<file path="src/logic/conv_pkg.sv">
package conv_pkg;

  // ####################################################################
  // arithmetic widths.
  // ####################################################################

  parameter int PIX_W  = 8;
  parameter int COEF_W = 8;
  parameter int PROD_W = PIX_W + COEF_W;  // 8x8 unsigned product.
  parameter int SUM_W  = 21;              // 25*255*255 fits in 21 bits.

  // kernel geometry.
  parameter int KSIZE = 5;
  parameter int TAPS  = KSIZE * KSIZE;

  // ####################################################################
  // scalar types.
  // ####################################################################

  typedef logic [PIX_W-1:0]  pixel_t;
  typedef logic [COEF_W-1:0] coef_t;
  typedef logic [PROD_W-1:0] prod_t;
  typedef logic [SUM_W-1:0]  sum_t;

  // ####################################################################
  // vector types indexed by row*KSIZE+col.
  // ####################################################################

  // row 0 is the oldest row and column 0 the oldest column.
  typedef pixel_t [TAPS-1:0] window_t;

  typedef coef_t [TAPS-1:0] kernel_t;  // same tap order as window_t.

  typedef prod_t [TAPS-1:0] prod_vec_t;

endpackage

</file>
<file path="src/logic/stream_pkg.sv">
package stream_pkg;

  // ####################################################################
  // stream beats.
  // ####################################################################

  parameter int COEF_ADDR_W = 5;  // covers 25 taps and leaves 25..31 unused.

  // one input pixel where sof marks pixel (0,0).
  typedef struct packed {
    logic            valid;
    logic            sof;
    conv_pkg::pixel_t pix;
  } pix_beat_t;

  // one convolution result.
  typedef struct packed {
    logic          valid;
    conv_pkg::sum_t sum;
  } res_beat_t;

  // ####################################################################
  // kernel loading.
  // ####################################################################

  typedef struct packed {
    logic                   we;
    logic [COEF_ADDR_W-1:0] addr;
    conv_pkg::coef_t        coef;
  } coef_wr_t;

endpackage

</file>
<file path="src/logic/adder_tree.sv">
`timescale 1ns/1ns

module adder_tree (
  input  logic                  clk,
  input  logic                  reset,
  input  conv_pkg::prod_vec_t   prods,
  input  logic                  prod_valid,
  output stream_pkg::res_beat_t res_out
);

  localparam int K     = conv_pkg::KSIZE;
  localparam int ROW_W = conv_pkg::PROD_W + 3;  // five products need 3 more bits.

  logic [ROW_W-1:0] row_sum [K];
  logic [ROW_W-1:0] row_q   [K];
  logic             row_valid;

  conv_pkg::sum_t total;
  conv_pkg::sum_t sum_q;
  logic           sum_valid;

  // ####################################################################
  // level one makes one sum per window row.
  // ####################################################################

  always_comb begin
    for (int r = 0; r < K; r++) begin
      row_sum[r] = '0;
      for (int c = 0; c < K; c++) begin
        row_sum[r] = row_sum[r] + ROW_W'(prods[r * K + c]);
      end
    end
  end

  always_ff @(posedge clk) begin
    if (prod_valid) begin
      row_q <= row_sum;
    end
  end

  // ####################################################################
  // level two adds the row sums at full width.
  // ####################################################################

  always_comb begin
    total = '0;
    for (int r = 0; r < K; r++) begin
      total = total + conv_pkg::SUM_W'(row_q[r]);
    end
  end

  always_ff @(posedge clk) begin
    if (row_valid) begin
      sum_q <= total;
    end
  end

  // valid follows the data one stage at a time.
  always_ff @(posedge clk) begin
    if (reset) begin
      row_valid <= 1'b0;
      sum_valid <= 1'b0;
    end else begin
      row_valid <= prod_valid;
      sum_valid <= row_valid;
    end
  end

  always_comb begin
    res_out.valid = sum_valid;
    res_out.sum   = sum_q;
  end

endmodule

</file>
<file path="config.mk">
export PLATFORM = sky130hd
export DESIGN_NAME = adder_tree
export DESIGN_NICKNAME = d
export VERILOG_FILES = /design/src/logic/conv_pkg.sv /design/src/logic/stream_pkg.sv /design/src/logic/adder_tree.sv
export SDC_FILE = /design/constraint.sdc
export NUM_CORES = 1
export LEC_CHECK = 0
export ABC_AREA = 1
export BUFFER_PORTS_ARGS = -buffer_cell sky130_fd_sc_hd__buf_2
export CORE_ASPECT_RATIO = 1.4
export CORE_MARGIN = 2
export CORE_UTILIZATION = 60
export DETAILED_ROUTE_END_ITERATION = 10
export PLACE_DENSITY = 0.88
export SLEW_MARGIN = 25
export SYNTH_ARGS = -nofsm -noshare
export SYNTH_HDL_FRONTEND = slang
export SYNTH_SLANG_ARGS = --single-unit
export TNS_END_PERCENT = 20
</file>
<file path="constraint.sdc">
create_clock -name clk -period 6.61 [get_ports clk]
set_clock_uncertainty 0.05 [all_clocks]
set_input_delay 1.322 -clock clk [delete_from_list [all_inputs] [get_ports clk]]
set_output_delay 1.322 -clock clk [all_outputs]
set_load 0.01 [all_outputs]
</file>
# --- After elaboration in Yosys (flattened, before gate mapping) ---
# Index checks and enable logic that the tools add are counted.
totals:
  output_inout_bits: 22
  word_cells: 32
  inputBits: 403
  regBits: 118
classes:
  add_sub_neg: 24
op_table:
  columns: ["operator", "n"]
  rows:
  - ["18-bit by 16-bit adder with 19-bit output", 5]
  - ["19-bit by 16-bit adder with 19-bit output", 5]
  - ["17-bit by 16-bit adder with 18-bit output", 5]
  - ["16-bit by 16-bit adder with 17-bit output", 5]
  - ["21-bit by 19-bit adder with 21-bit output", 2]
  - ["20-bit by 19-bit adder with 21-bit output", 1]
  - ["19-bit by 19-bit adder with 20-bit output", 1]

# --- Depth between registers and ports, before layout ---
logic_depth:
  ltp_word: 4
  ltp_mapped: 18
  mapped_depth_nobuf: 18

# --- Least setup slack after synthesis ---
# Ideal clock, no wire load.
synth_path:
  path_kind: "in2reg"
  start: "input port prods[161] in the netlist's numbering"
  end: "register row_q[51] in the netlist's numbering (data pin)"
  cell_stages: 15
  t_arrival_ps: 4046
  setup_time_ps: 252
  t_required_ps: 6308
  n_path_buf: 0
  setup_slack_ps: 2261
  path_cell_list: "fa_1 > fa_1 > inv_1 > fa_1 > inv_1 > ha_1 > inv_1 > fa_1 > nand3b_1 > nand2_1 > nand3_1 > nand2_1 > nand2_1 > nand3_1 > nand2_1"
synth_lines:
  columns: ["item", "line", "rtl"]
  rows:
  - ["start, declared", "adder_tree.sv:6", "input conv_pkg::prod_vec_t prods,"]
  - ["end signal, assigned", "adder_tree.sv:37", "row_q <= row_sum;"]
  - ["end, declared", "adder_tree.sv:15", "logic [ROW_W-1:0] row_q [K];"]

==> reports/metrics.cfg <==
[worst_setup_path]
endpoint_kind = flip-flop
crit_type = in -> reg
path_cells = buf_2 > fa_1 > fa_1 > inv_1 > fa_1 > inv_1 > ha_1 > inv_1 > fa_1 > o21ai_2 > nand2_1 > nand2_1 > nand2_1 > nand3_1 > nand2_1
crit_arrival_ps = 4570
crit_path_start_kind = input pin
cp_slowest_cell = fa_1
slowest_delay_ps = 530
critPathMaxFanout = 3
required_ps = 6740

[placed_design]
place.gp.congestion = 0.9807
dpl.hpwl_um = 39340
post-place-ws_ps = 1827
portBuffers = 424

[sta]
rsz0062_at_grt = false
post-route-period-util_pct = 67.11
period_needed_ps = 4436
hold_viol = 0
clock.fmax_mhz = 225.4
setup_viol = 0
max_slew_margin_pct = 38.69
worstMarginPinSlew_ps = 918.4
tns_ps = 0
fin_ws_ps = 2174
drv_slew = 0

[clocking]
htreeDepth = 4
cts_tree = yes
cts.clk_slew.worst_paths_ps = 60
cts_made_buffers = 17
cts_resized = 0
clk_path_buf_depth = 2
clock_latency_ps = 430
clock_sinks = 118
cts_hold_buffers = 0
ctsRootBufferMaster = clkbuf_16
postCtsSetupBuffers = 0

[hold_path]
hp-class = reg -> reg

[cells_and_area]
drive_above_1_share_pct = 18.81
fin_nets = 3547
syn2layout_area_growth_pct = 17.50

[grt]
grt_pass1_vias = 16363
grt_pass1_wl_um = 72380
grtUsageTotal_pct = 29.01
grt-ovfl-total = 0
grt_max_degree = 72
antenna_found_initial = 4

[detailed_routing]
antenna_left = 0
drtIter0Drc = 689
drc = 0
avgRoutedWirePerCell_um = 14.13
dr.pass1.iters = 7
wirelength_um = 44310
vias = 15236
vias_per_cell = 4.857

[floorplanning]
die_area_um2 = 31830
die_width_um = 151.4
die_h_um = 210.3
initial_core_util_pct = 60.94
core_um2 = 29940
num_rows = 75
ios = 425

[run]
cap_violations = 0

[synth]
synth-seq-cells = 118
syn_area_um2 = 18240
synth_seq_area_share_pct = 19.32
synth_nets = 3104
syn_inst = 2293
synth.avg_cell_area_um2 = 7.955
ys_warn_count = 0
synth.distinct_cells = 30

[run_status]
status = completed

==> through the flow <==
step | utilization [%] | cells | area (um^2) | hold slack (ps)
2_1_floorplan | - | 2293 | 18240 | 475.6
3_3_place_gp | 69.64 | 3102 | 20850 | 496.9
3_5_place_dp | 69.64 | 3102 | 20850 | 514.6
4_1_cts | 71.57 | 3133 | 21420 | 529.5
5_1_grt | 71.60 | 3137 | 21430 | 561.6
6_report | 71.60 | 3137 | 21430 | 533.2
==> placed cells by master, fill, tap and decap left out, types with 7 or more instances in the layout <==
master / Yosys / final
a21oi_1: 92 / 92
and2_1: 11 / 11
buf_2: 0 / 423
clkbuf_16: 0 / 17
edfxtp_1: 116 / 116
fa_1: 291 / 291
ha_1: 117 / 117
inv_1: 945 / 945
nand2_1: 390 / 390
nand2_2: 20 / 20
nand3_1: 75 / 75
nor2_1: 86 / 86
nor2_2: 9 / 9
nor3_1: 11 / 11
nor3_2: 7 / 7
o21ai_0: 37 / 37
xnor2_1: 7 / 7
xor2_1: 37 / 37
==> kinds of logic (layout without fill, tap and decap cells) <==
family          Yosys count  after routing  share of synthesized area [%]
fa+ha+maj               408            408                          39.96
buf+inv                 951           1406                          19.59
compound gates          143            143                          4.143
xor+xnor                 44             44                          2.113
flops                   118            118                          19.32
simple gates            629            629                          14.88
other cells               0              4                              0
==> layer usage <==
metal	part of all wire (%)	routed length, um	up-vias	global-route usage (%)
li1	-	-	7349	-
met1	35	15460	7216	30.78
met2	56	24750	524	55.53
met3	4.4	1953	147	3.701
met4	4.8	2148	0	13.83
met5	0	0	-	0
==> area by class of cell <==
cell class	instances	area [um^2]
Clock inverter	14	150.1
Antenna cell	4	10.01
Inverter	950	3566
Multi-Input combinational cell	1224	11140
Timing Repair Buffer	425	2132
Clock buffer	17	425.4
Sequential cell	118	3523
Tap cell	385	481.7
Fill cell	2357	8502
==> synthesized netlist by cell type <==
cell type | n | area share, %
and2_4 | 6 | 0.29
and2_1 | 11 | 0.38
nor4_1 | 3 | 0.10
nor3_2 | 7 | 0.38
nand3_2 | 5 | 0.27
o21ai_1 | 1 | 0.027
nor3_1 | 11 | 0.30
nand2_1 | 390 | 8.0
inv_1 | 945 | 19
nor2_2 | 9 | 0.31
xor2_1 | 37 | 1.8
nand3b_1 | 2 | 0.082
fa_1 | 291 | 32
a21o_1 | 2 | 0.082
edfxtp_1 | 116 | 19
nand3_1 | 75 | 2.1
o21ai_0 | 37 | 1.0
buf_4 | 1 | 0.041
inv_2 | 5 | 0.10
a21oi_1 | 92 | 2.5
xnor2_1 | 7 | 0.34
dfxtp_1 | 2 | 0.22
o21ai_2 | 3 | 0.14
nand2_4 | 3 | 0.19
nor2_1 | 86 | 1.8
o21bai_1 | 5 | 0.21
nand2_2 | 20 | 0.69
ha_1 | 117 | 8.0
a21oi_2 | 3 | 0.14
nand4_1 | 1 | 0.034
==> final timing paths <==
| kind | start | depth (start not counted) | slack (ps) | to |
|---|---|---|---|---|
| max reg2reg | row_q[20] | 16 | 2770 | sum_q[17] |
| max | prods[321] | 15 | 2170 | row_q[15] |
| min | row_q[76] | 1 | 530 | sum_q[0] |
| min reg2reg | row_q[76] | 1 | 530 | sum_q[0] |
==> registers in the layout, indices dropped and copies added, names as in the netlist <==
name	cells
row_q	95
sum_q	21
row_valid	1
sum_valid	1
==> critical path, delay by kind of cell <==
kind                     cells  cell delay (ps)
adder cells (fa/ha/maj)      5             2230
AND/OR/NAND/NOR              5              430
buffers and inverters        4              340
AO/OA/AOI/OAI                1              250
Power is left out: the tool's default activity adds up to more than one toggle a clock period on the data nets, which glitch-free logic cannot reach.
