<file path="src/logic/conv_pkg.sv">
package conv_pkg;

  // ####################################################################
  // arithmetic widths.
  // ####################################################################

  parameter int PIX_W  = 8;
  parameter int COEF_W = 8;
  parameter int PROD_W = PIX_W + COEF_W;  // 8x8 unsigned product.
  parameter int SUM_W  = 21;              // 25*255*255 fits in 21 bits.

  // kernel geometry.
  parameter int KSIZE = 5;
  parameter int TAPS  = KSIZE * KSIZE;

  // ####################################################################
  // scalar types.
  // ####################################################################

  typedef logic [PIX_W-1:0]  pixel_t;
  typedef logic [COEF_W-1:0] coef_t;
  typedef logic [PROD_W-1:0] prod_t;
  typedef logic [SUM_W-1:0]  sum_t;

  // ####################################################################
  // vector types indexed by row*KSIZE+col.
  // ####################################################################

  // row 0 is the oldest row and column 0 the oldest column.
  typedef pixel_t [TAPS-1:0] window_t;

  typedef coef_t [TAPS-1:0] kernel_t;  // same tap order as window_t.

  typedef prod_t [TAPS-1:0] prod_vec_t;

endpackage

</file>
<file path="src/logic/stream_pkg.sv">
package stream_pkg;

  // ####################################################################
  // stream beats.
  // ####################################################################

  parameter int COEF_ADDR_W = 5;  // covers 25 taps and leaves 25..31 unused.

  // one input pixel where sof marks pixel (0,0).
  typedef struct packed {
    logic            valid;
    logic            sof;
    conv_pkg::pixel_t pix;
  } pix_beat_t;

  // one convolution result.
  typedef struct packed {
    logic          valid;
    conv_pkg::sum_t sum;
  } res_beat_t;

  // ####################################################################
  // kernel loading.
  // ####################################################################

  typedef struct packed {
    logic                   we;
    logic [COEF_ADDR_W-1:0] addr;
    conv_pkg::coef_t        coef;
  } coef_wr_t;

endpackage

</file>
<file path="src/logic/conv_mac_array.sv">
`timescale 1ns/1ns

module conv_mac_array (
  input  logic                clk,
  input  logic                reset,
  input  stream_pkg::coef_wr_t coef_in,
  input  conv_pkg::window_t   win,
  input  logic                win_valid,
  output conv_pkg::prod_vec_t prods,
  output logic                prod_valid
);

  conv_pkg::kernel_t   kernel;
  conv_pkg::prod_vec_t prod_comb;

  // ####################################################################
  // kernel registers.
  // ####################################################################

  always_ff @(posedge clk) begin
    if (reset) begin
      kernel <= '0;
    end else if (coef_in.we && (coef_in.addr < 5'(conv_pkg::TAPS))) begin
      kernel[coef_in.addr] <= coef_in.coef;  // addresses past the last tap drop.
    end
  end

  // ####################################################################
  // multipliers.
  // ####################################################################

  for (genvar t = 0; t < conv_pkg::TAPS; t++) begin : g_mult
    shift_mult u_mult (
      .a(win[t]),
      .b(kernel[t]),
      .p(prod_comb[t])
    );
  end

  always_ff @(posedge clk) begin
    if (reset) begin
      prod_valid <= 1'b0;
    end else begin
      prod_valid <= win_valid;
    end
  end

  always_ff @(posedge clk) begin
    if (win_valid) begin
      prods <= prod_comb;
    end
  end

endmodule

</file>
<file path="src/logic/shift_mult.sv">
`timescale 1ns/1ns

module shift_mult (
  input  conv_pkg::pixel_t a,
  input  conv_pkg::coef_t  b,
  output conv_pkg::prod_t  p
);

  // one partial product per multiplier bit.
  conv_pkg::prod_t pp [conv_pkg::COEF_W];

  // ####################################################################
  // partial products.
  // ####################################################################

  for (genvar i = 0; i < conv_pkg::COEF_W; i++) begin : g_pp
    // a shifted to bit i or nothing when b[i] is clear.
    assign pp[i] = b[i] ? (conv_pkg::prod_t'(a) << i) : '0;
  end

  // ####################################################################
  // accumulation.
  // ####################################################################

  // accumulator starts at zero.
  always_comb begin
    p = '0;
    for (int i = 0; i < conv_pkg::COEF_W; i++) begin
      p = p + pp[i];  // 8x8 always fits in 16 bits.
    end
  end

endmodule

</file>
<file path="config.mk">
export PLATFORM = sky130hd
export DESIGN_NAME = conv_mac_array
export DESIGN_NICKNAME = d
export VERILOG_FILES = /design/src/logic/conv_pkg.sv /design/src/logic/stream_pkg.sv /design/src/logic/conv_mac_array.sv /design/src/logic/shift_mult.sv
export SDC_FILE = /design/constraint.sdc
export NUM_CORES = 2
export LEC_CHECK = 0
export BUFFER_PORTS_ARGS = -buffer_cell sky130_fd_sc_hd__clkbuf_2
export CORE_MARGIN = 2
export CORE_UTILIZATION = 40
export CTS_CLUSTER_SIZE = 20
export DETAILED_ROUTE_END_ITERATION = 8
export SYNTH_ARGS = -nofsm -noshare
export SYNTH_HDL_FRONTEND = slang
export SYNTH_SLANG_ARGS = --single-unit
</file>
<file path="constraint.sdc">
create_clock -name clk -period 5.7 [get_ports clk]
set_clock_uncertainty 0.1 [all_clocks]
set_input_delay 0.285 -clock clk [delete_from_list [all_inputs] [get_ports clk]]
set_output_delay 0.285 -clock clk [all_outputs]
set_load 0.005 [all_outputs]
</file>
**Yosys cells after proc, flatten, opt, wreduce, memory -nomap -nowiden**

Cells that the tools add are included.

- $mul: 0
- Equal/unequal tests: 0
- Bitwise gates (word level): 0
- Reduce and logical (&&, ||, !) cells: 2
- Divide/modulo/power cells: 0
- Muxes and demuxes: 203
- Add/subtract/negate cells: 175
- Magnitude comparators: 3
- Shift-type cells: 0

Operator list:

| operator | number |
|---|---|
| adder 16 bit | 75 |
| adder 16 x 12 -> 16 bit | 25 |
| adder 16 x 13 -> 16 bit | 25 |
| adder 16 x 14 -> 16 bit | 25 |
| adder 16 x 15 -> 16 bit | 25 |
| two-way mux 15 bit | 25 |
| two-way mux 14 bit | 25 |
| two-way mux 13 bit | 25 |
| two-way mux 12 bit | 25 |
| two-way mux 11 bit | 25 |
| two-way mux 10 bit | 25 |
| two-way mux 9 bit | 25 |
| two-way mux 8 bit | 26 |
| bitwise mux 200 bit | 1 |
| demux 8 bit (select 5 bit) | 1 |
| less-than comparator 5 x 6 -> 1 bit, second input constant | 1 |
| >= comparator 5 x 1 -> 1 bit, second input constant | 1 |
| less-than comparator 5 bit, second input constant | 1 |
| logical AND 1 bit | 2 |

- ROM bits: 0
- Output and inout port bits: 401
- Word-level logic and storage cells: 434
- Latch bits: 0
- Flip-flop bits (word level): 601
- Memories kept: 0
- Bits in writable memories: 0

**Depth between registers and ports, before layout**

- Word-level depth: 8
- Mapped depth: 17
- Mapped depth without buffers: 16

**By module**

A second synthesis with hierarchy kept.

- Cells, all modules: 6779
- Area, all modules: 69102.5 um2

Modules (own cells, without submodules):

| module | instances | area each (um2) | cells an instance |
|---|---|---|---|
| shift_mult at g_mult[0].u_mult ... | 12 | 1958.1 | 225 |
| conv_mac_array | 1 | 19856.5 | 1104 |
| shift_mult at g_mult[22].u_mult ... | 7 | 1995.7 | 233 |
| shift_mult at g_mult[6].u_mult ... | 3 | 1960.6 | 224 |
| shift_mult at g_mult[21].u_mult | 1 | 1966.9 | 225 |
| shift_mult at g_mult[14].u_mult | 1 | 1965.6 | 223 |
| shift_mult at g_mult[9].u_mult | 1 | 1964.4 | 224 |

**Worst setup path before layout**

No wires, ideal clock.

- Path kind: register to register
- Start point: register kernel[138] in the netlist's numbering
- End point: register prods[287] in the netlist's numbering (data pin)
- Buffers on the path: 1
- Path slack: 1405 ps
- Arrival: 3938 ps
- Period minus slack after synthesis: 4295 ps
- Cell stages (with the launch flop): 16
- Cell sequence: dfxtp_1 clkbuf_1 nand2_1 fa_1 fa_1 inv_1 fa_1 inv_1 fa_1 inv_1 ha_1 and3_4 a2111oi_4 o211ai_1 a21oi_2 xnor2_1

- Cells in the longest elaborated chain, start to end: 7

Ends and longest elaborated chain:

| element | line | source |
|---|---|---|
| start, declared | conv_mac_array.sv:13 | `conv_pkg::kernel_t kernel;` |
| start signal, assigned by index | conv_mac_array.sv:24 | `kernel[coef_in.addr] <= coef_in.coef;` |
| two-way mux 10 bit | shift_mult.sv:18 | `assign pp[i] = b[i] ? (conv_pkg::prod_t'(a) << i) : '0;` |
| adder 16 bit (2 in a row) | shift_mult.sv:29 | `p = p + pp[i];` |
| adder 16 x 12 -> 16 bit | shift_mult.sv:29 |  |
| adder 16 x 13 -> 16 bit | shift_mult.sv:29 |  |
| adder 16 x 14 -> 16 bit | shift_mult.sv:29 |  |
| adder 16 x 15 -> 16 bit | shift_mult.sv:29 |  |
| via g_mult[17].u_mult.p[15] | shift_mult.sv:6 | `output conv_pkg::prod_t p` |
| end signal, assigned | conv_mac_array.sv:50 | `prods <= prod_comb;` |
| end, declared | conv_mac_array.sv:9 | `output conv_pkg::prod_vec_t prods,` |

The timed path passes the listed nets, and every way through them passes these cells.
A chain may end at the register's enable or synchronous reset.

**Final worst setup path**

- Start point: register kernel[97] in the netlist's numbering
- End point: register prods[206] in the netlist's numbering (data pin)

- Cells in the longest elaborated chain, start to end: 8

Ends and longest elaborated chain:

| element | line |
|---|---|
| two-way mux 9 bit | shift_mult.sv:18 |
| adder 16 bit (3 in a row) | shift_mult.sv:29 |
| adder 16 x 12 -> 16 bit | shift_mult.sv:29 |
| adder 16 x 13 -> 16 bit | shift_mult.sv:29 |
| adder 16 x 14 -> 16 bit | shift_mult.sv:29 |
| adder 16 x 15 -> 16 bit | shift_mult.sv:29 |
| via g_mult[12].u_mult.p[14] | shift_mult.sv:6 |

The timed path passes the listed nets, and every way through them passes these cells.

==> impl_metrics.json <==
{
  "finalSetupViolations": 0,
  "syn2layout_area_growth_pct": 13.4,
  "core_area_sq_um": 165000,
  "tightest_slew_ps": 980,
  "path_class": "reg2reg",
  "synth_cell_types": 62,
  "whs_ps": 80.0,
  "async_reset_ff_share_pct": 0,
  "antenna_found_initial": 23,
  "post_cts_resized": 0,
  "utilization_pct": 45.8,
  "synth-simple-area-share_pct": 18.4,
  "crit_arrival_ps": 4990,
  "ant_nets": 0,
  "grt_overflow": 0,
  "clock.fmax_ghz": 0.215,
  "clock-sinks": 601,
  "hpwl_um": 133000,
  "report.final.slew_viol_count": 0,
  "met3_usage_pct": 3.55,
  "syn-num-nets": 8310,
  "crit_fanout": 9,
  "worstHoldPathType": "in2reg",
  "cpPeakStageDelay_ps": 550,
  "cts_buffer_depth": 3,
  "period_share_pct": 81.4,
  "synth_warnings": 0,
  "avgSynthCellArea_sq_um": 10.5,
  "grt_pass1_vias": 48800,
  "power_density_nw_per_um2": 147,
  "seq_area_sq_um": 16000,
  "cts_setup_buffers": 0,
  "post_route_cells_drive_above_1_share_pct": 11.8,
  "synth-edff-count": 400,
  "synth_top_cell_by_area": "fa_1",
  "max-vdd-ir-drop_mv": 0.207,
  "yosysMostFrequentCell": "and2_1",
  "drv_cap": 0,
  "startpoint_type": "flop",
  "critPathBufInv": 3,
  "multi_input_area_sq_um": 47300,
  "drcViolationCount": 0,
  "vias": 46800,
  "end_kind": "flop",
  "wl_per_cell_um": 18.4,
  "period_needed_ps": 4640,
  "crit_top_cell": "fa_1",
  "grtUsageMet2_pct": 33.7,
  "die_area_sq_um": 170000,
  "leakagePower_nw": 40.1,
  "netlist_instances": 6368,
  "synth_xor_area_share_pct": 3.26,
  "setup_tns_ps": 0,
  "grt_util_all_layers_pct": 20.5,
  "synth-adder-area-share_pct": 43.0,
  "grt_use_met1_pct": 28.1,
  "cts_buffers": 79,
  "yosysSeqAreaShare_pct": 24.0,
  "nFillCells": 15600,
  "htreeDepth": 3,
  "slew_headroom_pct": 34.7,
  "rsz0062_at_grt": "no",
  "die_y_um": 413,
  "synthMuxAreaShare_pct": 1.44,
  "synth.top_cell.area_share_pct": 28.5,
  "synth_top_family_by_area": "adder cells",
  "cts.clk_slew.worst_paths_ps": 60,
  "hold_viol_final": 0,
  "drt_iter0_drc": 2564,
  "ios": 618,
  "fin_nets": 8996,
  "hold_buffers": 43,
  "busiest_layer": "met2",
  "status": "complete, no violations",
  "port_buffers": 617,
  "synth_compound_area_share_pct": 4.72,
  "num_rows": 149,
  "grt_first_pass_wirelength_um": 274000,
  "cp.required_ps": 6040,
  "slowest_stage": "fa_1",
  "grt_max_degree": 129,
  "ys_ff_latch": 601,
  "die_w_um": 413,
  "root_buffer": "clkbuf_16",
  "crit_chain": "nand2_1 > fa_1 > inv_1 > fa_1 > inv_1 > fa_1 > fa_1 > inv_1 > ha_1 > and3_1 > a211oi_1 > nand2b_1 > a31oi_1 > xnor2_1",
  "start_util_pct": 40.4,
  "synth_ff_type": "edfxtp_1",
  "cts_tree": "yes",
  "syn_area_sq_um": 66800,
  "ys_top_cells_by_count": "and2_1, fa_1, inv_1",
  "crit_family": "adder cells",
  "dr.pass1.iters": 7,
  "clkLatencyLatePin_ps": 710,
  "synth_area_leaders": "fa_1, edfxtp_1, ha_1, and2_1, dfxtp_1",
  "vias_per_cell": 5.03,
  "wl_um": 171000,
  "place.gp.congestion": 0.836,
  "r2r_setup_slack_ps": 1060
}
[state kept, by name, indices dropped and copies added, names as in the netlist]
name,cells
kernel,200
prods,400
prod_valid,1
[worst paths after layout]
kind	startpoint	end	cells after the start
max	kernel[97]	prods[206]	14
min	win[185]	prods[369]	3
max reg2reg	kernel[97]	prods[206]	14
min reg2reg	kernel[151]	kernel[151]	2
[metal layers]
| metal | vias to the layer above | share of wire [%] |
|---|---|---|
| li1 | 22000 | - |
| met1 | 23600 | 45 |
| met3 | 191 | 5.3 |
| met4 | 22 | 2.1 |
| met5 | - | 0.086 |
| met2 | 988 | 47 |
[through the flow]
stage | power (mW) | cells | worst slack [ps] | instance area (sq um)
CTS | 11.3 | 9308 | 1060 | 75700
floorplan | 5.19 | 6368 | 1400 | 66800
global route | 11.5 | 9311 | 832 | 75700
detailed placement | 5.82 | 9119 | 1060 | 72500
finish | 11.1 | 9316 | 1060 | 75700
global placement | 5.81 | 9119 | 1100 | 72500
[layout by cell type, fill, tap and decap left out, drive strengths merged, types with 10 or more instances in the layout]
| cell type | Yosys | layout |
|---|---|---|
| a2111oi | 10 | 10 |
| nand3 | 189 | 189 |
| a31oi | 29 | 29 |
| nor2 | 166 | 166 |
| and2 | 1145 | 1145 |
| o21ai | 43 | 43 |
| clkinv | 0 | 20 |
| mux2i | 96 | 96 |
| fa | 950 | 950 |
| nand2 | 658 | 658 |
| nor2b | 32 | 32 |
| nor3 | 26 | 26 |
| o211ai | 10 | 10 |
| buf | 35 | 27 |
| or3 | 10 | 10 |
| xor2 | 81 | 81 |
| nand2b | 11 | 11 |
| ha | 775 | 775 |
| o21a | 13 | 13 |
| a211oi | 10 | 10 |
| a21o | 41 | 41 |
| o21bai | 12 | 12 |
| inv | 820 | 830 |
| and3 | 55 | 55 |
| a21oi | 263 | 263 |
| edfxtp | 400 | 400 |
| dlygate4sd3 | 0 | 43 |
| xnor2 | 168 | 168 |
| dfxtp | 201 | 201 |
| o2111ai | 18 | 18 |
| clkbuf | 45 | 717 |
[area by class of cell]
| cell class | instances | share of cell area (%) |
|---|---|---|
| multi-input cells | 4867 | 62.5 |
| flip-flops and latches | 601 | 21.2 |
| repair buffers | 685 | 4.96 |
| inverters | 820 | 4.06 |
| well taps | 2189 | 3.62 |
| clock buffers | 102 | 3.01 |
| clock inverters | 44 | 0.639 |
| diodes | 8 | 0.0264 |
[cell families after synthesis]
family                     Yosys count
xor gates and xnor gates           249
DFF                                601
and+or+nand+nor                   2314
adders and majority gates         1725
AOI/OAI and AO/OA                  483
buffers and inverters              900
muxes                               96
[power breakdown]
part	internal [mW]	leakage (nW)	total, mW	switching, mW
Sequential	4.77	5.75	4.86	0.0833
Combinational	0.281	33.0	0.883	0.602
Clock	3.25	1.35	5.38	2.13
Total	8.30	40.1	11.1	2.82
[worst min-delay path, delay by kind of cell]
| kind | cells | cell delay, ps |
|---|---|---|
| adder cells (fa/ha/maj) | 1 | 130 |
| AND/OR/NAND/NOR | 1 | 160 |
| buffers and inverters | 1 | 190 |
(Power assumes the default switching activity.)
