**src/logic/conv_pkg.sv**
```systemverilog
package conv_pkg;

  // ####################################################################
  // arithmetic widths.
  // ####################################################################

  parameter int PIX_W  = 8;
  parameter int COEF_W = 8;
  parameter int PROD_W = PIX_W + COEF_W;  // 8x8 unsigned product.
  parameter int SUM_W  = 21;              // 25*255*255 fits in 21 bits.

  // kernel geometry.
  parameter int KSIZE = 5;
  parameter int TAPS  = KSIZE * KSIZE;

  // ####################################################################
  // scalar types.
  // ####################################################################

  typedef logic [PIX_W-1:0]  pixel_t;
  typedef logic [COEF_W-1:0] coef_t;
  typedef logic [PROD_W-1:0] prod_t;
  typedef logic [SUM_W-1:0]  sum_t;

  // ####################################################################
  // vector types indexed by row*KSIZE+col.
  // ####################################################################

  // row 0 is the oldest row and column 0 the oldest column.
  typedef pixel_t [TAPS-1:0] window_t;

  typedef coef_t [TAPS-1:0] kernel_t;  // same tap order as window_t.

  typedef prod_t [TAPS-1:0] prod_vec_t;

endpackage

```
**src/logic/stream_pkg.sv**
```systemverilog
package stream_pkg;

  // ####################################################################
  // stream beats.
  // ####################################################################

  parameter int COEF_ADDR_W = 5;  // covers 25 taps and leaves 25..31 unused.

  // one input pixel where sof marks pixel (0,0).
  typedef struct packed {
    logic            valid;
    logic            sof;
    conv_pkg::pixel_t pix;
  } pix_beat_t;

  // one convolution result.
  typedef struct packed {
    logic          valid;
    conv_pkg::sum_t sum;
  } res_beat_t;

  // ####################################################################
  // kernel loading.
  // ####################################################################

  typedef struct packed {
    logic                   we;
    logic [COEF_ADDR_W-1:0] addr;
    conv_pkg::coef_t        coef;
  } coef_wr_t;

endpackage

```
**src/logic/line_delay.sv**
```systemverilog
`timescale 1ns/1ns

module line_delay #(
  parameter int DEPTH = 11
) (
  input  logic             clk,
  input  logic             reset,
  input  logic             shift,
  input  conv_pkg::pixel_t din,
  output conv_pkg::pixel_t dout
);

  localparam int PTR_W = (DEPTH > 1) ? $clog2(DEPTH) : 1;

  conv_pkg::pixel_t mem [DEPTH];
  logic [PTR_W-1:0] ptr;

  // ####################################################################
  // circular buffer.
  // ####################################################################

  // the slot about to be overwritten holds the oldest pixel.
  assign dout = mem[ptr];

  always_ff @(posedge clk) begin
    if (reset) begin
      ptr <= '0;
      for (int i = 0; i < DEPTH; i++) begin
        mem[i] <= '0;
      end
    end else if (shift) begin
      mem[ptr] <= din;
      if (ptr == PTR_W'(DEPTH - 1)) begin
        ptr <= '0;  // wrap.
      end else begin
        ptr <= ptr + 1'b1;
      end
    end
  end

endmodule

```
**src/logic/window_5x5.sv**
```systemverilog
`timescale 1ns/1ns

module window_5x5 #(
  parameter int IMG_W = 16
) (
  input  logic                clk,
  input  logic                reset,
  input  stream_pkg::pix_beat_t pix_in,
  output conv_pkg::window_t   win,
  output logic                win_valid
);

  localparam int K     = conv_pkg::KSIZE;
  localparam int COL_W = $clog2(IMG_W);
  localparam int ROW_W = $clog2(K);
  localparam int DEPTH = IMG_W - K;  // 5 window stages plus delay make one line.

  logic [COL_W-1:0] col, col_cur;
  logic [ROW_W-1:0] row, row_cur;

  // pixel entering the newest column of each window row.
  conv_pkg::pixel_t row_in [K];

  // ####################################################################
  // line delays.
  // ####################################################################

  assign row_in[K-1] = pix_in.pix;

  for (genvar k = 0; k < K - 1; k++) begin : g_line
    // oldest pixel of the row below, delayed to line up one row higher.
    line_delay #(
      .DEPTH(DEPTH)
    ) u_line (
      .clk  (clk),
      .reset(reset),
      .shift(pix_in.valid),
      .din  (win[(k + 1) * K]),
      .dout (row_in[k])
    );
  end

  // ####################################################################
  // position tracking.
  // ####################################################################

  // sof forces the current beat to (0,0).
  assign col_cur = pix_in.sof ? '0 : col;
  assign row_cur = pix_in.sof ? '0 : row;

  always_ff @(posedge clk) begin
    if (reset) begin
      col       <= '0;
      row       <= '0;
      win_valid <= 1'b0;
      win       <= '0;
    end else begin
      win_valid <= pix_in.valid && (row_cur == ROW_W'(K - 1)) &&
                   (col_cur >= COL_W'(K - 1));
      if (pix_in.valid) begin
        for (int r = 0; r < K; r++) begin
          for (int c = 0; c < K - 1; c++) begin
            win[r * K + c] <= win[r * K + c + 1];
          end
          win[r * K + K - 1] <= row_in[r];
        end
        if (col_cur == COL_W'(IMG_W - 1)) begin
          col <= '0;
          // row count saturates once full windows are possible.
          row <= (row_cur == ROW_W'(K - 1)) ? row_cur : row_cur + 1'b1;
        end else begin
          col <= col_cur + 1'b1;
          row <= row_cur;
        end
      end
    end
  end

endmodule

```
**config.mk**
```make
export PLATFORM = sky130hd
export DESIGN_NAME = window_5x5
export DESIGN_NICKNAME = d
export VERILOG_FILES = /design/src/logic/conv_pkg.sv /design/src/logic/stream_pkg.sv /design/src/logic/line_delay.sv /design/src/logic/window_5x5.sv
export SDC_FILE = /design/constraint.sdc
export NUM_CORES = 1
export LEC_CHECK = 0
export ABC_AREA = 1
export BUFFER_PORTS_ARGS = -buffer_cell sky130_fd_sc_hd__buf_2
export CELL_PAD_IN_SITES_DETAIL_PLACEMENT = 0
export CELL_PAD_IN_SITES_GLOBAL_PLACEMENT = 1
export CORE_ASPECT_RATIO = 1.75
export CORE_MARGIN = 2
export CORE_UTILIZATION = 39
export DETAILED_ROUTE_END_ITERATION = 8
export GPL_TIMING_DRIVEN = 1
export HOLD_SLACK_MARGIN = 0.15
export PLACE_DENSITY = 0.77
export SLEW_MARGIN = 40
export SYNTH_ARGS = -nofsm -noshare
export SYNTH_HDL_FRONTEND = slang
export SYNTH_HIERARCHICAL = 1
export SYNTH_SLANG_ARGS = --single-unit
```
**constraint.sdc**
```tcl
create_clock -name clk -period 2.03 [get_ports clk]
set_clock_uncertainty 0.2 [all_clocks]
set_input_delay 0.203 -clock clk [delete_from_list [all_inputs] [get_ports clk]]
set_output_delay 0.203 -clock clk [all_outputs]
set_load 0.01 [all_outputs]
```
## Yosys cells after proc, flatten, opt, wreduce, memory -nomap -nowiden

Memories as Yosys holds them, arrays and structs flattened. A register that Yosys moved wholly into a read port is not among the register bits.
Cells that the tools add are included.

| storage, ports and cells | value |
|---|---|
| memories kept | 4 |
| logic and storage cells | 77 |
| register bits | 192 |
| bits of input ports | 12 |
| bits in writable memories | 352 |

Memory list:

| name | words | bits a word | rd ports | clocked after Yosys merged registers in | write ports | line | text |
|---|---|---|---|---|---|---|---|
| g_line[0].u_line.mem | 11 | 8 | 1 | 1 | 11 | line_delay.sv:15 | `conv_pkg::pixel_t mem [DEPTH];` |
| g_line[1].u_line.mem | 11 | 8 | 1 | 1 | 11 | line_delay.sv:15 |  |
| g_line[2].u_line.mem | 11 | 8 | 1 | 1 | 11 | line_delay.sv:15 |  |
| g_line[3].u_line.mem | 11 | 8 | 1 | 1 | 11 | line_delay.sv:15 |  |

| cells by class | value |
|---|---|
| add/sub/neg operators | 6 |
| reductions and logical operators | 6 |
| eq/ne operators | 6 |
| magnitude comparators | 1 |
| muxes and demuxes | 26 |

Operators by type and width:

| kind | number |
|---|---|
| 4-bit two-way mux | 10 |
| 8-bit two-way mux | 4 |
| 8-bit OR reduction | 4 |
| 4-bit by 1-bit adder with 4-bit output, second input constant | 5 |
| 4-bit == test, second input constant | 5 |
| 1-bit two-way mux | 9 |
| 3-bit two-way mux | 3 |
| 4-bit by 3-bit greater-or-equal comparator with 1-bit output, second input constant | 1 |
| 3-bit by 1-bit adder with 3-bit output, second input constant | 1 |
| 3-bit == test, second input constant | 1 |
| 1-bit logical AND | 2 |

## Depth between registers and ports, before layout

Gate-level depths: netlist (run 1).

| depth | value |
|---|---|
| word-level depth | 5 |
| mapped depth | 11 |
| depth with buffers taken out | 10 |

## Hierarchy

Netlist (run 1), hierarchy kept.

By module, submodules not included:

| module | instances | cells an instance | area an instance (um^2) |
|---|---|---|---|
| line_delay at g_line[1].u_line ... | 3 | 703 | 6,383.6 |
| window_5x5 | 1 | 937 | 7,370.8 |
| line_delay at g_line[0].u_line | 1 | 705 | 6,316.1 |

## Least setup slack after synthesis (run 1)

Ideal clock, no wire load.

| timing path | value |
|---|---|
| path type | reg-to-reg |
| from | register g_line[1].u_line.ptr[1] |
| to | memory g_line[1].u_line/mem[13][0] (netlist bit), enable pin |
| path buffers | 1 |
| clock period less this slack | 1.850 ns |
| cell stages (with the launch flop) | 5 |
| path slack | 0.180 ns |
| arrival | 1.267 ns |
| required time | 1.447 ns |
| cells stage by stage | dfxtp_1 -> buf_4 -> nor2_1 -> nand2_1 -> nor3_1 |

RTL lines:

| item | line | text |
|---|---|---|
| from (decl) | line_delay.sv:16 | `logic [PTR_W-1:0] ptr;` |
| from (signal assigned) | line_delay.sv:36 | `ptr <= ptr + 1'b1;` |
| to (decl) | line_delay.sv:15 |  |

==> flow_summary.yaml, run 1 <==
status:
  outcome: "complete, but fails checks"
  failed_checks: "negative setup slack"
clock_tree:
  insertion_delay_ns: 0.66
  cts_tree: "built"
  clockBufferDepth: 3
  htree_levels: 3
  clk_pin_slew_worst_paths_ns: 0.07
  cts.sinks: 752
  cts_root_buf: "clkbuf_16"
  cts_buffers: 71
synthesis:
  synthTopCellsByArea: "edfxtp_1 44%, dfxtp_1 17%, nand2_1 9.0%"
  ys_warn_count: 6
  yosysTopAreaCell: "edfxtp_1"
  syn_avg_cell_area_um2: 8.75
  syn-num-nets: 3765
  synth_cell_types: 31
  ys_seq_area_frac: 0.605
  synthTopCellsByCount: "788 x nand2_1, 737 x nor2_1, 481 x inv_1, 480 x edfxtp_1, 413 x nand3_1"
  yosysMostFrequentCell: "nand2_1"
  syn_inst: 3751
  async_reset_ff_frac: 0
  ys_ff_latch: 752
  synth_edf_count: 480
  syn_area_um2: 32800
  synth_top_area_frac: 0.439
  synth-main-ff-cell: "edfxtp_1"
detailed_routing:
  drtPass1Iterations: 8
  wire_per_inst_um: 18.9
  drc: 0
  drt-total-wl_mm: 98.3
  final_antenna_net_count: 0
  vias: 25700
  vias_per_cell: 4.95
  drtIter0Drc: 1757
pwr:
  p_clk_frac: 0.396
  vdd_ir_drop_max_mv: 0.596
  leakage_nw: 17.3
  power_density_nw_per_um2: 874
  pwr-share-comb: 0.096
  switchingPower_mw: 8.53
  switching_share: 0.252
  p_seq_frac: 0.508
  power_mw: 33.8
  internal_power_mw: 25.3
sta:
  hold_viol_final: 0
  rsz0062_at_grt: "true"
  slew-limit-headroom: 0.627
  period_minus_slack_ns: 2.09
  hold_slack_ns: 0.266
  finalMaxSlewViolations: 0
  period_share: 1.03
  setup_slack_ns: -0.0561
  tightest_slew_ns: 0.559
  fmax_mhz: 479
  setup_viol: 6
placement:
  post-place-cells: 5027
  post_dp_cell_area_um2: 36000
  port_buffers: 212
  place_hpwl_mm: 70.4
  gp_congestion: 0.953
worst_setup_path:
  r2r_cells: 5
  endpoint_kind: "register"
  r2r_end: "g_line[3].u_line/mem[5][2]"
  cp_max_fo: 44
  worstReg2RegStart: "g_line[3].u_line/ptr[0]"
  startpoint_type: "input port"
  rrSetupSlack_ns: 0.14
  crit_required_ns: 2.43
  critPathArrivalTime_ns: 2.49
  path_class: "input port to register"
job:
  maxCapViolations: 0
layout:
  nets: 4084
  area_growth_pct: 17.9
  design_area_um2: 38700
  nFillCells: 8100
  layout.cells.non_filler: 5193
  multiInputGateArea_um2: 10100
  seq_area_um2: 19900
  fin_util: 0.464
  drive_above_1_share: 0.152
floorplanning:
  die_y_um: 388
  die-area_um2: 86600
  dieWidth_um: 223
  coreArea_um2: 83400
  row_count: 140
  initial_core_util: 0.394
  boundaryPins: 213
hold_path:
  hold_path_class: "register to register"
  holdPathEnd: "g_line[2].u_line/mem[10][0]"
  hold_path.startpoint: "g_line[2].u_line/mem[10][0]"
  hold_depth: 2
global_route:
  antenna_found_initial: 2
  grt_pass1_vias: 24900
  grt_pass1_wl_mm: 148
  grt-ovfl-total: 0
  grt_max_degree: 112
  grt.total_usage: 0.225
[worst max-delay path, cell delays in order]
cell and delay, ns:
dlygate4sd3_1 0.55, buf_6 0.19, buf_4 0.18, inv_8 0.26, buf_12 0.26, nor2_1 0.09, nor2_1 0.13, dlygate4sd3_1 0.55
[state kept, by name (all words and copies together), names as in the netlist, named ones only]
register           cells
col                    4
row                    3
win                  200
g_line.u_line/mem    512
win_valid              1
g_line.u_line/ptr     16
[per-stage QoR]
stage	TNS [ns]	worst slack [ns]
2_1_floorplan	0	0.180
3_3_place_gp	0	0.0227
3_5_place_dp	0	0.0749
4_1_cts	0	0.00822
5_1_grt	-0.371	-0.0788
6_report	-0.192	-0.0561
[logic make-up after synthesis]
group | share of synthesized area
AO/OA/AOI/OAI | 0.0440
adder cells (fa/ha/maj) | 0.000762
buffers and inverters | 0.0888
flip-flops | 0.605
AND/OR/NAND/NOR | 0.262
[power by group through the flow]
stage | combinational (mW) | clock [mW] | sequential [mW]
floorplan | 1.87 | 0 | 17.5
global placement | 3.17 | 0 | 17.5
detailed placement | 3.18 | 0 | 17.5
CTS | 3.26 | 13.7 | 17.2
global route | 3.61 | 14.2 | 17.2
finish | 3.26 | 13.4 | 17.2
[what timing repair did]
item	CTS	global route
endpoints found under the setup margin	0	15
hold buffers	29	0
buffers inserted	0	4
resized for setup	0	5
endpoints found under the hold margin	331	0
[metal layers]
layer | part of all wire | global-route usage | wire [µm] | vias to the layer above
met5 | 0 | 0 | 0 | -
met4 | 0.048 | 0.109 | 4760 | 0
met3 | 0.056 | 0.0343 | 5470 | 222
met2 | 0.53 | 0.420 | 52300 | 782
met1 | 0.36 | 0.247 | 35800 | 12100
li1 | - | - | - | 12600
[layout make-up]
type,instances,share of cell area
flip-flops and latches,752,0.513
multi-input cells,2316,0.260
repair buffers,433,0.0838
clock buffers,95,0.0520
inverters,496,0.0488
well taps,1065,0.0344
clock inverters,35,0.00773
diodes,1,0.0000647
[worst max path at each step]
stage                       startpoint                     endpoint  slack (ns)
3_5_place_dp   g_line[0].u_line/ptr[0]   g_line[0].u_line/mem[9][7]        0.07
3_3_place_gp   g_line[0].u_line/ptr[0]   g_line[0].u_line/mem[9][7]        0.02
2_1_floorplan  g_line[1].u_line/ptr[1]  g_line[1].u_line/mem[13][0]        0.18
4_1_cts                          reset                     win[199]       0.008
6_report                     pix_in[9]                     win[198]       -0.06
5_1_grt                      pix_in[9]                       col[0]       -0.08
[cell usage in the layout (no fill, tap or decap), drive strengths merged, types with 2 or more instances in the layout]
cell type / netlist / final
a21oi: 12 / 12
a31oi: 2 / 2
buf: 148 / 403
bufinv: 0 / 3
clkbuf: 39 / 97
clkinv: 0 / 20
clkinvlp: 0 / 4
dfxtp: 272 / 272
dlygate4sd3: 0 / 28
edfxtp: 480 / 480
ha: 2 / 2
inv: 496 / 504
nand2: 843 / 843
nand3: 413 / 413
nor2: 764 / 764
nor3: 10 / 10
o21ai: 259 / 259
o22ai: 4 / 4
o31ai: 3 / 3
Note: power is estimated with default switching activity, not from simulation.
==> inputs of run 2 (changes only) <==
--- a/config.mk
+++ b/config.mk
@@ -7,15 +7,13 @@
 export LEC_CHECK = 0
 export ABC_AREA = 1
 export BUFFER_PORTS_ARGS = -buffer_cell sky130_fd_sc_hd__buf_2
-export CELL_PAD_IN_SITES_DETAIL_PLACEMENT = 0
-export CELL_PAD_IN_SITES_GLOBAL_PLACEMENT = 1
 export CORE_ASPECT_RATIO = 1.75
 export CORE_MARGIN = 2
 export CORE_UTILIZATION = 39
 export DETAILED_ROUTE_END_ITERATION = 8
 export GPL_TIMING_DRIVEN = 1
 export HOLD_SLACK_MARGIN = 0.15
-export PLACE_DENSITY = 0.77
+export PLACE_DENSITY = 0.63
 export SLEW_MARGIN = 40
 export SYNTH_ARGS = -nofsm -noshare
 export SYNTH_HDL_FRONTEND = slang
==> run 2 against run 1 <==
  * The run now ends clean
  * Hold slack worse by 0.10 ns
  * Flip-flop and latch count did not move
  * Highest routed layer unchanged
  * Final cell count increased by 1.2%
  * Sequential power about the same
  * Wire length is 3.9% lower
  * Critical path depth is the same
==> flow_summary.yaml, run 2 (synthesis results as in run 1) <==
hold_path:
  hold_path_class: "input port to register"
detailed_routing:
  vias_per_cell: 4.90
  wire_per_inst_um: 18.0
  drt-total-wl_mm: 94.5
  drtPass1Iterations: 6
  final_antenna_net_count: 0
  drtIter0Drc: 1823
  drc: 0
  vias: 25800
floorplanning:
  initial_core_util: 0.394
  coreArea_um2: 83400
  row_count: 140
  dieWidth_um: 223
  die-area_um2: 86600
  die_y_um: 388
  boundaryPins: 213
worst_setup_path:
  startpoint_type: "input port"
  crit_start: "reset"
  r2r_end: "win[74]"
  rrSetupSlack_ns: 0.09
  r2r_cells: 10
  crit_required_ns: 2.39
  critPathArrivalTime_ns: 2.31
  path_class: "input port to register"
  cp_max_fo: 11
  endpoint_kind: "register"
layout:
  reg.largest.list: "g_line.u_line/mem (512), win (200), g_line.u_line/ptr (16)"
  layout.cells.non_filler: 5253
  drive_above_1_share: 0.156
  final_cell_mix: "788 x nand2_1, 734 x nor2_1, 481 x inv_1"
  area_growth_pct: 19.5
  diodes: 0
  final_common_cell: "nand2_1"
  regMostFlops: "g_line.u_line/mem"
  fin_util: 0.471
  nFillCells: 7881
  largest_reg_flops: 512
  nets: 4143
  design_area_um2: 39300
clock_tree:
  cts.sinks: 752
  htree_levels: 3
  clk_pin_slew_worst_paths_ns: 0.06
  clockBufferDepth: 3
  cts_root_buf: "clkbuf_16"
  cts_buffers: 72
  insertion_delay_ns: 0.65
  cts_tree: "built"
sta:
  tightest_slew_ns: 0.739
  finalMaxSlewViolations: 0
  period_share: 0.960
  fin_setup_tns_ns: 0
  hold_viol_final: 0
  slew-limit-headroom: 0.506
  setup_slack_ns: 0.0814
  fmax_mhz: 513
  period_minus_slack_ns: 1.95
  setup_viol: 0
  hold_slack_ns: 0.162
pwr:
  vdd_ir_drop_max_mv: 0.646
  power_mw: 34.1
  leakage_nw: 17.6
  power_density_nw_per_um2: 868
placement:
  gp_congestion: 0.926
  place_hpwl_mm: 67.2
  post_dp_cell_area_um2: 36100
  post-place-cells: 5046
  place_ws_ns: 0.0201
  port_buffers: 212
global_route:
  grt_pass1_wl_mm: 143
  antenna_found_initial: 0
  grt.total_usage: 0.215
  grt-ovfl-total: 0
  grt_pass1_vias: 25100
  grt_max_degree: 73
job:
  maxCapViolations: 0
status:
  outcome: "finished clean"
-- run 2: worst max-delay path, stage by stage --
cell           delay (ns)
buf_2                0.13
dlygate4sd3_1        0.62
buf_4                0.19
inv_1                0.07
buf_4                0.19
nand2_1              0.11
o22ai_1              0.17
dlygate4sd3_1        0.63
-- run 2: area by class of cell --
class / instances / area (µm²) / share of cell area
clock buffers: 99 / 2100 / 0.0534
clock inverters: 34 / 289 / 0.00736
well taps: 1065 / 1330 / 0.0339
multi-input cells: 2316 / 10100 / 0.257
flip-flops and latches: 752 / 19900 / 0.506
inverters: 496 / 1880 / 0.0479
repair buffers: 491 / 3710 / 0.0946
-- run 2: repair_timing --
| item | CTS | global route |
|---|---|---|
| hold buffers | 76 | 1 |
| endpoints found under the hold margin | 236 | 19 |
| endpoints found under the setup margin | 0 | 33 |
| buffers inserted | 0 | 0 |
| gates resized for setup | 0 | 9 |
-- run 2: metal layers --
layer	part of all wire	global-route usage
met5	0	0
met4	0.044	0.100
met3	0.051	0.0361
met2	0.54	0.411
met1	0.37	0.228
-- run 2: worst min path at each step --
| stage | start | end | depth (start not counted) |
|---|---|---|---|
| 2_1_floorplan | reset | row[0] | 1 |
| 3_3_place_gp | pix_in[7] | win[199] | 3 |
| 3_5_place_dp | pix_in[7] | win[199] | 3 |
| 4_1_cts | reset | g_line[0].u_line/mem[3][5] | 4 |
| 5_1_grt | reset | g_line[0].u_line/mem[3][5] | 4 |
| 6_report | reset | g_line[0].u_line/mem[3][5] | 4 |
-- run 2: power by group --
group	switching, mW	leakage [nW]	internal, mW	total [mW]
Clock	5.95	1.18	7.59	13.5
Sequential	0.409	7.04	16.8	17.2
Combinational	2.18	9.34	1.15	3.33
==> inputs of run 3 (changes only) <==
--- a/config.mk
+++ b/config.mk
@@ -13,6 +13,7 @@
 export DETAILED_ROUTE_END_ITERATION = 8
 export GPL_TIMING_DRIVEN = 1
 export HOLD_SLACK_MARGIN = 0.15
+export MAX_ROUTING_LAYER = met4
 export PLACE_DENSITY = 0.63
 export SLEW_MARGIN = 40
 export SYNTH_ARGS = -nofsm -noshare
==> run 3 against run 2 <==
  * Clock power about the same
  * Combinational power about the same
  * Via count fell by 0.25%
  * Non-clock buffer count shrank 29
  * Setup slack got worse by 0.0012 ns
  * Die area stayed put
  * Register-to-register slack gained 0.08 ns
  * Clock-buffer cell count fell by 7
  * Core utilization down 0.14 points
  * Largest cell class unchanged
==> flow_summary.yaml, run 3 (synthesis results as in run 1) <==
worst_setup_path:
  cpPeakStageDelay_ns: 0.60
  endpoint_kind: "register"
  path_cells: "buf_6, buf_12, buf_12, inv_2, dlygate4sd3_1, nor2_4, buf_4, nand2_1, buf_4, nor2_1"
  cp_max_fo: 12
  cp_slowest_cell: "dlygate4sd3_1"
  path_class: "input port to register"
  path_delay_family: "buffers and inverters"
  startpoint_type: "input port"
  crit_buf_inv: 7
  critPathArrivalTime_ns: 2.26
  crit_required_ns: 2.34
detailed_routing:
  met3_length_mm: 4.46
  wl_met1_mm: 34.7
  drt-total-wl_mm: 93.2
  vias: 25700
  drtPass1Iterations: 5
  drc: 0
  highest_layer: "met4"
  vias_per_cell: 4.92
  wl_met2_mm: 49.9
  drtIter0Drc: 1692
  final_antenna_net_count: 0
  wire_per_inst_um: 17.8
global_route:
  antenna_found_initial: 0
  grt_max_degree: 92
  grt-ovfl-total: 0
  grt_pass1_wl_mm: 141
  grt.total_usage: 0.219
  grt_pass1_vias: 24600
layout:
  diodes: 0
  largest_reg_flops: 512
  drive_above_1_share: 0.155
  final_common_cell: "nand2_1"
  final_cell_mix: "782 x nand2_1, 737 x nor2_1, 482 x inv_1"
  nets: 4114
  regMostFlops: "g_line.u_line/mem"
  area_growth_pct: 19.2
  reg.largest.list: "g_line.u_line/mem (512), win (200), g_line.u_line/ptr (16)"
job:
  maxCapViolations: 0
clock_tree:
  insertion_delay_ns: 0.66
  cts_tree: "built"
  clk_pin_slew_worst_paths_ns: 0.06
  cts_setup_buffers: 0
  cts.sinks: 752
  cts_root_buf: "clkbuf_16"
  clockBufferDepth: 3
  cts_buffers: 72
  htree_levels: 3
pwr:
  p_seq_frac: 0.500
  power_density_nw_per_um2: 877
  vdd_ir_drop_max_mv: 0.683
  pwr-share-comb: 0.097
  internal_power_mw: 25.9
  leakage_nw: 17.5
  power_mw: 34.3
  p_clk_frac: 0.403
  switchingPower_mw: 8.45
  switching_share: 0.246
placement:
  place_hpwl_mm: 66.2
  port_buffers: 212
  gp_congestion: 0.929
sta:
  finalMaxSlewViolations: 0
  rsz0062_at_grt: "false"
  fmax_mhz: 513
  period_share: 0.961
  setup_viol: 0
  fin_setup_tns_ns: 0
  period_minus_slack_ns: 1.95
  tightest_slew_ns: 0.681
  hold_viol_final: 0
  slew-limit-headroom: 0.544
hold_path:
  hold_path_class: "input port to register"
floorplanning:
  row_count: 140
  coreArea_um2: 83400
  die_y_um: 388
  boundaryPins: 213
  die-area_um2: 86600
  dieWidth_um: 223
  initial_core_util: 0.394
status:
  outcome: "finished clean"
## run 3: cell type report
class                      count  area (µm²)
inverter                     496        1880
timing repair buffer         462        3560
clock inverter                39         408
tap                         1065        1330
clock buffer                  92        2010
fill                        7945       44200
sequential                   752       19900
multi-input combinational   2316       10100
## run 3: routing by layer
metal  track usage  vias to the layer above
met3        0.0317                      211
met5             -                        -
met4         0.103                        0
met2         0.402                      748
li1              -                    12600
met1         0.231                    12100
## run 3: worst paths after layout
path / cells past startpoint / slack, ns / start / to
worst min register to register: 2 / 0.27 / g_line[3].u_line/mem[10][0] / g_line[3].u_line/mem[10][0]
worst max-delay path: 10 / 0.08 / pix_in[9] / g_line[2].u_line/mem[6][4]
worst min-delay path: 7 / 0.17 / pix_in[9] / row[0]
worst max register to register: 4 / 0.17 / g_line[1].u_line/ptr[1] / g_line[1].u_line/ptr[2]
## run 3: repair_timing
item                                   in CTS  in global routing
hold buffers                               51                  0
setup endpoints to repair                   0                 53
endpoints found under the hold margin     258                  0
gates resized for setup                     0                  8
## run 3: stage by stage
| stage | utilization | std cells | hold WS [ns] | setup slack [ns] | cell area [µm²] |
|---|---|---|---|---|---|
| 5_1_grt | 0.469 | 5222 | 0.207 | 0.0117 | 39100 |
| 3_3_place_gp | 0.434 | 5040 | 0.223 | 0.0518 | 36200 |
| 3_5_place_dp | 0.434 | 5040 | 0.236 | 0.0117 | 36200 |
| 6_report | 0.469 | 5222 | 0.172 | 0.0802 | 39100 |
| 2_1_floorplan | - | 3751 | 0.0745 | 0.180 | 32800 |
| 4_1_cts | 0.469 | 5222 | 0.151 | 0.0220 | 39100 |
## run 3: power groups by stage
stage	combinational, mW	sequential [mW]	clock, mW
final	3.32	17.2	13.8
after floorplan	1.87	17.5	0
after CTS	3.33	17.2	14.1
after global placement	3.19	17.5	0
after global routing	3.66	17.2	14.6
after detailed placement	3.21	17.5	0
## run 3: tightest hold or removal path: cells and delay by family
family	cells	cell delay, ns
buffers and inverters	4	0.57
and+or+nand+nor	3	0.20
